**config.mk**
```make
export PLATFORM = sky130hd
export DESIGN_NAME = l2_ctrl_top
export DESIGN_NICKNAME = d
export VERILOG_FILES = /design/src/l2_ctrl_pkg.sv /design/src/l2_req_if.sv /design/src/l2_ctrl_top.sv /design/src/l2_port_arbiter.sv /design/src/l2_miss_table.sv /design/src/l2_req_queue.sv
export VERILOG_INCLUDE_DIRS = /design/src
export SDC_FILE = /design/constraint.sdc
export NUM_CORES = 2
export LEC_CHECK = 0
export BUFFER_PORTS_ARGS = -buffer_cell sky130_fd_sc_hd__buf_2
export CELL_PAD_IN_SITES_DETAIL_PLACEMENT = 0
export CELL_PAD_IN_SITES_GLOBAL_PLACEMENT = 1
export CORE_UTILIZATION = 55
export DETAILED_ROUTE_END_ITERATION = 10
export PLACE_DENSITY_LB_ADDON = 0.3
export SYNTH_ARGS = -nofsm -noshare
export SYNTH_HDL_FRONTEND = slang
export SYNTH_HIERARCHICAL = 1
export SYNTH_SLANG_ARGS = --single-unit
```
**constraint.sdc**
```tcl
create_clock -name clk -period 8.7 [get_ports clk]
set_clock_uncertainty 0.1 [all_clocks]
set_input_delay 1.74 -clock clk [delete_from_list [all_inputs] [get_ports clk]]
set_output_delay 1.74 -clock clk [all_outputs]
set_load 0.005 [all_outputs]
```
**src/l2_ctrl_settings.svh**
```systemverilog
`ifndef L2_CTRL_SETTINGS_SVH
`define L2_CTRL_SETTINGS_SVH

// physical line address
`define L2_ADDR_W 37

// request id, miss table holds 2**L2_REQ_W entries
`define L2_REQ_W 5

`define L2_NODE_W 5

// queue depths
`define L2_DQ_DEPTH 16
`define L2_CQ_DEPTH 8
`define L2_MQ_DEPTH 24

`endif
```
**src/l2_ctrl_pkg.sv**
```systemverilog
`include "l2_ctrl_settings.svh"

package l2_ctrl_pkg;

  // one buffered request, 44 bits
  typedef struct packed {
    logic [`L2_ADDR_W-1:0] addr;
    logic [`L2_REQ_W-1:0] id;
    logic dupl;
    logic excl;  // want exclusive
  } l2_req_t;

  // what the cache port does this cycle
  typedef enum logic [1:0] {
    op_idle,
    op_insert,
    op_data_read,
    op_code_read
  } l2_port_op_e;

  typedef enum logic [1:0] {
    gnt_none,
    gnt_reply,
    gnt_data,
    gnt_code
  } l2_grant_e;

endpackage

```
**src/l2_req_if.sv**
```systemverilog
`timescale 1ns/1ps

// one request stream, transfer on valid && ready
interface l2_req_if;

  logic valid;
  logic ready;
  l2_ctrl_pkg::l2_req_t req;

  modport src (
    output valid,
    output req,
    input ready
  );

  modport snk (
    input valid,
    input req,
    output ready
  );

endinterface

```
**src/l2_ctrl_top.sv**
```systemverilog
`timescale 1ns/1ps
`include "l2_ctrl_settings.svh"

module l2_ctrl_top #(
  parameter logic [`L2_NODE_W-1:0] node_id = '0
) (
  input logic clk,
  input logic rst,
  input logic data_valid,
  output logic data_ready,
  input logic [`L2_ADDR_W-1:0] data_addr,
  input logic [`L2_REQ_W-1:0] data_req,
  input logic data_dupl,
  input logic data_excl,
  input logic code_valid,
  output logic code_ready,
  input logic [`L2_ADDR_W-1:0] code_addr,
  input logic [`L2_REQ_W-1:0] code_req,
  input logic code_dupl,
  input logic code_excl,
  input logic miss_valid,
  output logic miss_ready,
  input logic [`L2_ADDR_W-1:0] miss_addr,
  input logic [`L2_REQ_W-1:0] miss_req,
  input logic miss_dupl,
  input logic miss_excl,
  output logic bus_valid,
  input logic bus_ready,
  output logic [`L2_ADDR_W-1:0] bus_addr,
  output logic [`L2_NODE_W+`L2_REQ_W-1:0] bus_src_req,
  output logic bus_dupl,
  output logic bus_excl,
  input logic reply_valid,
  input logic [`L2_NODE_W-1:0] reply_node,
  input logic [`L2_REQ_W-1:0] reply_req,
  output l2_ctrl_pkg::l2_port_op_e port_op,
  output logic [`L2_ADDR_W-1:0] port_addr,
  output logic [`L2_REQ_W-1:0] port_req,
  output logic port_dupl,
  output logic port_excl
);

  l2_req_if data_push ();
  l2_req_if data_pop ();
  l2_req_if code_push ();
  l2_req_if code_pop ();
  l2_req_if miss_push ();
  l2_req_if miss_pop ();

  logic insert_valid;
  l2_ctrl_pkg::l2_req_t insert_req;
  l2_ctrl_pkg::l2_req_t port_req_w;

  assign data_push.valid = data_valid;
  assign data_push.req = '{addr: data_addr, id: data_req, dupl: data_dupl, excl: data_excl};
  assign data_ready = data_push.ready;

  assign code_push.valid = code_valid;
  assign code_push.req = '{addr: code_addr, id: code_req, dupl: code_dupl, excl: code_excl};
  assign code_ready = code_push.ready;

  assign miss_push.valid = miss_valid;
  assign miss_push.req = '{addr: miss_addr, id: miss_req, dupl: miss_dupl, excl: miss_excl};
  assign miss_ready = miss_push.ready;

  // miss queue head goes straight out on the bus
  assign bus_valid = miss_pop.valid;
  assign miss_pop.ready = bus_ready;
  assign bus_addr = miss_pop.req.addr;
  assign bus_src_req = {node_id, miss_pop.req.id};
  assign bus_dupl = miss_pop.req.dupl;
  assign bus_excl = miss_pop.req.excl;

  assign port_addr = port_req_w.addr;
  assign port_req = port_req_w.id;
  assign port_dupl = port_req_w.dupl;
  assign port_excl = port_req_w.excl;

  l2_req_queue #(.depth(`L2_DQ_DEPTH)) u_data_q (
    .clk(clk),
    .rst(rst),
    .push(data_push.snk),
    .pop(data_pop.src)
  );

  l2_req_queue #(.depth(`L2_CQ_DEPTH)) u_code_q (
    .clk(clk),
    .rst(rst),
    .push(code_push.snk),
    .pop(code_pop.src)
  );

  l2_req_queue #(.depth(`L2_MQ_DEPTH)) u_miss_q (
    .clk(clk),
    .rst(rst),
    .push(miss_push.snk),
    .pop(miss_pop.src)
  );

  l2_miss_table #(.node_id(node_id)) u_miss_table (
    .clk(clk),
    .rst(rst),
    .miss_wen(miss_valid && miss_ready),  // table written on every accepted miss
    .miss_req(miss_push.req),
    .reply_valid(reply_valid),
    .reply_node(reply_node),
    .reply_req(reply_req),
    .insert_valid(insert_valid),
    .insert_req(insert_req)
  );

  l2_port_arbiter u_arb (
    .insert_valid(insert_valid),
    .insert_req(insert_req),
    .data(data_pop.snk),
    .code(code_pop.snk),
    .port_op(port_op),
    .port_req(port_req_w)
  );

endmodule

```
**src/l2_port_arbiter.sv**
```systemverilog
`timescale 1ns/1ps

module l2_port_arbiter (
  input logic insert_valid,
  input l2_ctrl_pkg::l2_req_t insert_req,
  l2_req_if.snk data,
  l2_req_if.snk code,
  output l2_ctrl_pkg::l2_port_op_e port_op,
  output l2_ctrl_pkg::l2_req_t port_req
);

  l2_ctrl_pkg::l2_grant_e grant;

  // fixed priority, reply insert first
  always_comb
  begin
    if (insert_valid)
      grant = l2_ctrl_pkg::gnt_reply;
    else if (data.valid)
      grant = l2_ctrl_pkg::gnt_data;
    else if (code.valid)
      grant = l2_ctrl_pkg::gnt_code;
    else
      grant = l2_ctrl_pkg::gnt_none;
  end

  // pop only the winning queue
  assign data.ready = grant == l2_ctrl_pkg::gnt_data;
  assign code.ready = grant == l2_ctrl_pkg::gnt_code;

  always_comb
  begin
    port_op = l2_ctrl_pkg::op_idle;
    port_req = '0;
    case (grant)
      l2_ctrl_pkg::gnt_reply:
      begin
        port_op = l2_ctrl_pkg::op_insert;
        port_req = insert_req;
      end
      l2_ctrl_pkg::gnt_data:
      begin
        port_op = l2_ctrl_pkg::op_data_read;
        port_req = data.req;
      end
      l2_ctrl_pkg::gnt_code:
      begin
        port_op = l2_ctrl_pkg::op_code_read;
        port_req.addr = code.req.addr;
        port_req.id = code.req.id;  // code fetch carries no dupl or excl
      end
      default:
      begin
        port_op = l2_ctrl_pkg::op_idle;
      end
    endcase
  end

endmodule

```
**src/l2_miss_table.sv**
```systemverilog
`timescale 1ns/1ps
`include "l2_ctrl_settings.svh"

module l2_miss_table #(
  parameter logic [`L2_NODE_W-1:0] node_id = '0
) (
  input logic clk,
  input logic rst,
  input logic miss_wen,
  input l2_ctrl_pkg::l2_req_t miss_req,
  input logic reply_valid,
  input logic [`L2_NODE_W-1:0] reply_node,
  input logic [`L2_REQ_W-1:0] reply_req,
  output logic insert_valid,
  output l2_ctrl_pkg::l2_req_t insert_req
);

  localparam int entries = 2 ** `L2_REQ_W;

  logic [`L2_ADDR_W-1:0] addr_mem [entries];
  logic dupl_mem [entries];
  logic reply_hit_q;
  logic [`L2_REQ_W-1:0] reply_id_q;

  // miss remembered under its own request id
  always_ff @(posedge clk)
  begin
    if (miss_wen)
    begin
      addr_mem[miss_req.id] <= miss_req.addr;
      dupl_mem[miss_req.id] <= miss_req.dupl;
    end
  end

  always_ff @(posedge clk)
  begin
    if (rst)
      reply_hit_q <= 1'b0;
    else
      reply_hit_q <= reply_valid && (reply_node == node_id);  // other nodes dropped
  end

  always_ff @(posedge clk)
  begin
    reply_id_q <= reply_req;
  end

  assign insert_valid = reply_hit_q;

  // table read at the registered id, insert never wants exclusive
  assign insert_req = '{
    addr: addr_mem[reply_id_q],
    id: reply_id_q,
    dupl: dupl_mem[reply_id_q],
    excl: 1'b0
  };

endmodule

```
**src/l2_req_queue.sv**
```systemverilog
`timescale 1ns/1ps

module l2_req_queue #(
  parameter int depth = 16
) (
  input logic clk,
  input logic rst,
  l2_req_if.snk push,
  l2_req_if.src pop
);

  localparam int ptr_w = $clog2(depth);
  localparam int cnt_w = $clog2(depth + 1);
  localparam logic [ptr_w-1:0] last_ptr = ptr_w'(depth - 1);

  l2_ctrl_pkg::l2_req_t mem [depth];
  logic [ptr_w-1:0] wr_ptr;
  logic [ptr_w-1:0] rd_ptr;
  logic [cnt_w-1:0] count;
  logic push_fire;
  logic pop_fire;

  assign push.ready = count < cnt_w'(depth);
  assign pop.valid = count != '0;
  assign pop.req = mem[rd_ptr];  // head read at the registered pointer

  assign push_fire = push.valid && push.ready;
  assign pop_fire = pop.valid && pop.ready;

  always_ff @(posedge clk)
  begin
    if (push_fire)
      mem[wr_ptr] <= push.req;
  end

  // pointers wrap at depth, which need not be a power of two
  always_ff @(posedge clk)
  begin
    if (rst)
    begin
      wr_ptr <= '0;
      rd_ptr <= '0;
      count <= '0;
    end
    else
    begin
      if (push_fire)
        wr_ptr <= (wr_ptr == last_ptr) ? '0 : wr_ptr + 1'b1;
      if (pop_fire)
        rd_ptr <= (rd_ptr == last_ptr) ? '0 : rd_ptr + 1'b1;
      if (push_fire && !pop_fire)
        count <= count + 1'b1;
      else if (pop_fire && !push_fire)
        count <= count - 1'b1;  // push with pop keeps count
    end
  end

endmodule

```
==> impl_metrics.tcl <==
set metrics [dict create \
    power_mw 38.0 \
    drt_iter0_markers 5945 \
    ctsHoldBuffers 0 \
    cts_tree "built" \
    htree_levels 5 \
    final_cell_mix "edfxtp_1, mux2i_1, mux4_2, clkbuf_16, buf_2" \
    status "complete, no violations" \
    io_buffer_count 240 \
    slew_viol_final 0 \
    min_period_ns 6.81 \
    worst_pin_slew_ns 1.21 \
    syn_inst 6522 \
    hold_viol 0 \
    hpwl_um 161000 \
    grt_pass1_wl_um 441000 \
    viasPerCell 6.28 \
    post_cts_buffers 0 \
    grt_pass1_vias 65000 \
    fin_nets 7069 \
    ctsResizeCount 0 \
    synthesis.area_um2 130000 \
    cts.path.max_buffers 4 \
    layout_commonest_cell "edfxtp_1" \
    setup_viol 0 \
    power_density_nw_per_um2 261 \
    clkTransAtPathRegs_ns 0.06 \
    max_freq_mhz 147 \
    antenna_found_initial 48 \
    drc 0 \
    numCtsBuffers 351 \
    die_w_um 489 \
    critPathKind "flop to output port" \
    std_cell_rows 178 \
    fin_area_um2 146000 \
    coreArea_um2 235000 \
    dpl.cell_count 9685 \
    die_area_um2 239000 \
    path_cells "buf_12, mux2i_1, a22o_1, nor3_1, a31oi_1, nand3_1, a222oi_1, nor2_1, buf_2" \
    root_buffer "clkbuf_16" \
    syn_area_per_cell_um2 20.0 \
    crit_arrival_ns 4.97 \
    ant_nets 0 \
    critPathMaxStageDelay_ns 0.96 \
    startpoint "u_miss_table/reply_id_q[0]" \
    leakagePower_nw 47.2 \
    relSlewSlack 0.191 \
    rsz0062_at_grt "false" \
    die_y_um 489 \
    syn_to_final_growth_pct 11.9 \
    num_vias 64600 \
    min_from "u_code_q/rd_ptr[2]" \
    layout.cells.non_filler 10300 \
    finalCritPeriodShare 0.782 \
    vdd_drop_max_mv 0.274 \
    cp-start-kind "flop" \
    fin_tns_setup_ns 0 \
    whs_ns 0.374 \
    grt_max_degree 177 \
    max_cap_violations 0 \
    wl_per_cell_um 29.6 \
    num_io_pins 248 \
    initial_core_util 0.553 \
    cts.sinks 3368 \
    critPathTopFamily "compound AO/OA/AOI/OAI gates" \
    path_buf_inv 2 \
    gp_congestion 0.766 \
    cpMaxStageDelayCell "dfxtp_4" \
    num-fill-cells 16200 \
    place_area_um2 135000 \
    crit_path_end_kind "output port" \
    min_path_type "flop to flop" \
    drt_pre_antenna_iters 7 \
    rr_startpoint "u_data_q/count[0]" \
    drt_wl_total_um 305000 \
    crit_fanout 90 \
    grt_overflow 0 \
    drive_gt1_frac 0.208 \
    grt_usage 0.256 \
    insertion_delay_ns 0.92 \
    critical_path_required_ns 6.86 \
    yosys_warnings 6 \
]
==> state kept, by name, indices dropped and copies added (netlist names), 3 cells and up, named ones only <==
signal                   count
u_data_q/count               5
u_data_q/mem               704
u_code_q/mem               336
u_miss_table/addr_mem     1184
u_code_q/wr_ptr              3
u_code_q/count               4
u_miss_table/reply_id_q      5
u_data_q/rd_ptr              4
u_miss_q/mem              1056
u_miss_q/rd_ptr              5
u_miss_table/dupl_mem       32
u_miss_q/wr_ptr              5
u_miss_q/count               5
u_code_q/rd_ptr              3
u_data_q/wr_ptr              4
==> where the power goes <==
group | internal, mW | total (mW) | switching [mW]
Sequential | 18.1 | 18.4 | 0.243
Combinational | 2.32 | 5.54 | 3.22
Clock | 8.19 | 14.1 | 5.87
Total | 28.6 | 38.0 | 9.33
==> stage by stage <==
step	setup WS (ns)	util
floorplan	2.08	-
global placement	2.97	0.574
detailed placement	2.88	0.574
CTS	1.90	0.619
global route	1.75	0.619
finish	1.89	0.619
==> final timing paths <==
check	slack (ns)	end	depth (start not counted)
hold / removal	0.37	flop	2
setup / recovery	1.89	port_addr[33]	9
hold reg to reg	0.37	flop	2
setup reg to reg	3.85	u_code_q/count[3]	14
==> per-layer routing <==
layer	vias up	wire, um	global-route usage
li1	27500	-	-
met1	33900	118000	0.337
met2	2539	153000	0.431
met3	646	23400	0.0459
met4	56	10100	0.0864
met5	-	335	0
==> final cells by class <==
class                      instances  area, um2  share of cell area
timing repair buffer             391       2500              0.0171
clock inverter                   158       1470              0.0100
tap                             3150       3940              0.0270
inverter                          18       67.6            0.000463
sequential                      3368     101000               0.690
clock buffer                     433       9190              0.0630
antenna                           18       45.0            0.000309
multi-input combinational       2758      28000               0.192
==> tightest hold or removal path, delay by kind of cell (launching register included) <==
kind | cells | cell delay (ns)
DFF | 1 | 0.31
AOI/OAI and AO/OA | 1 | 0.06
and+or+nand+nor | 1 | 0.05
No activity file was read; power rests on OpenSTA's default activity.
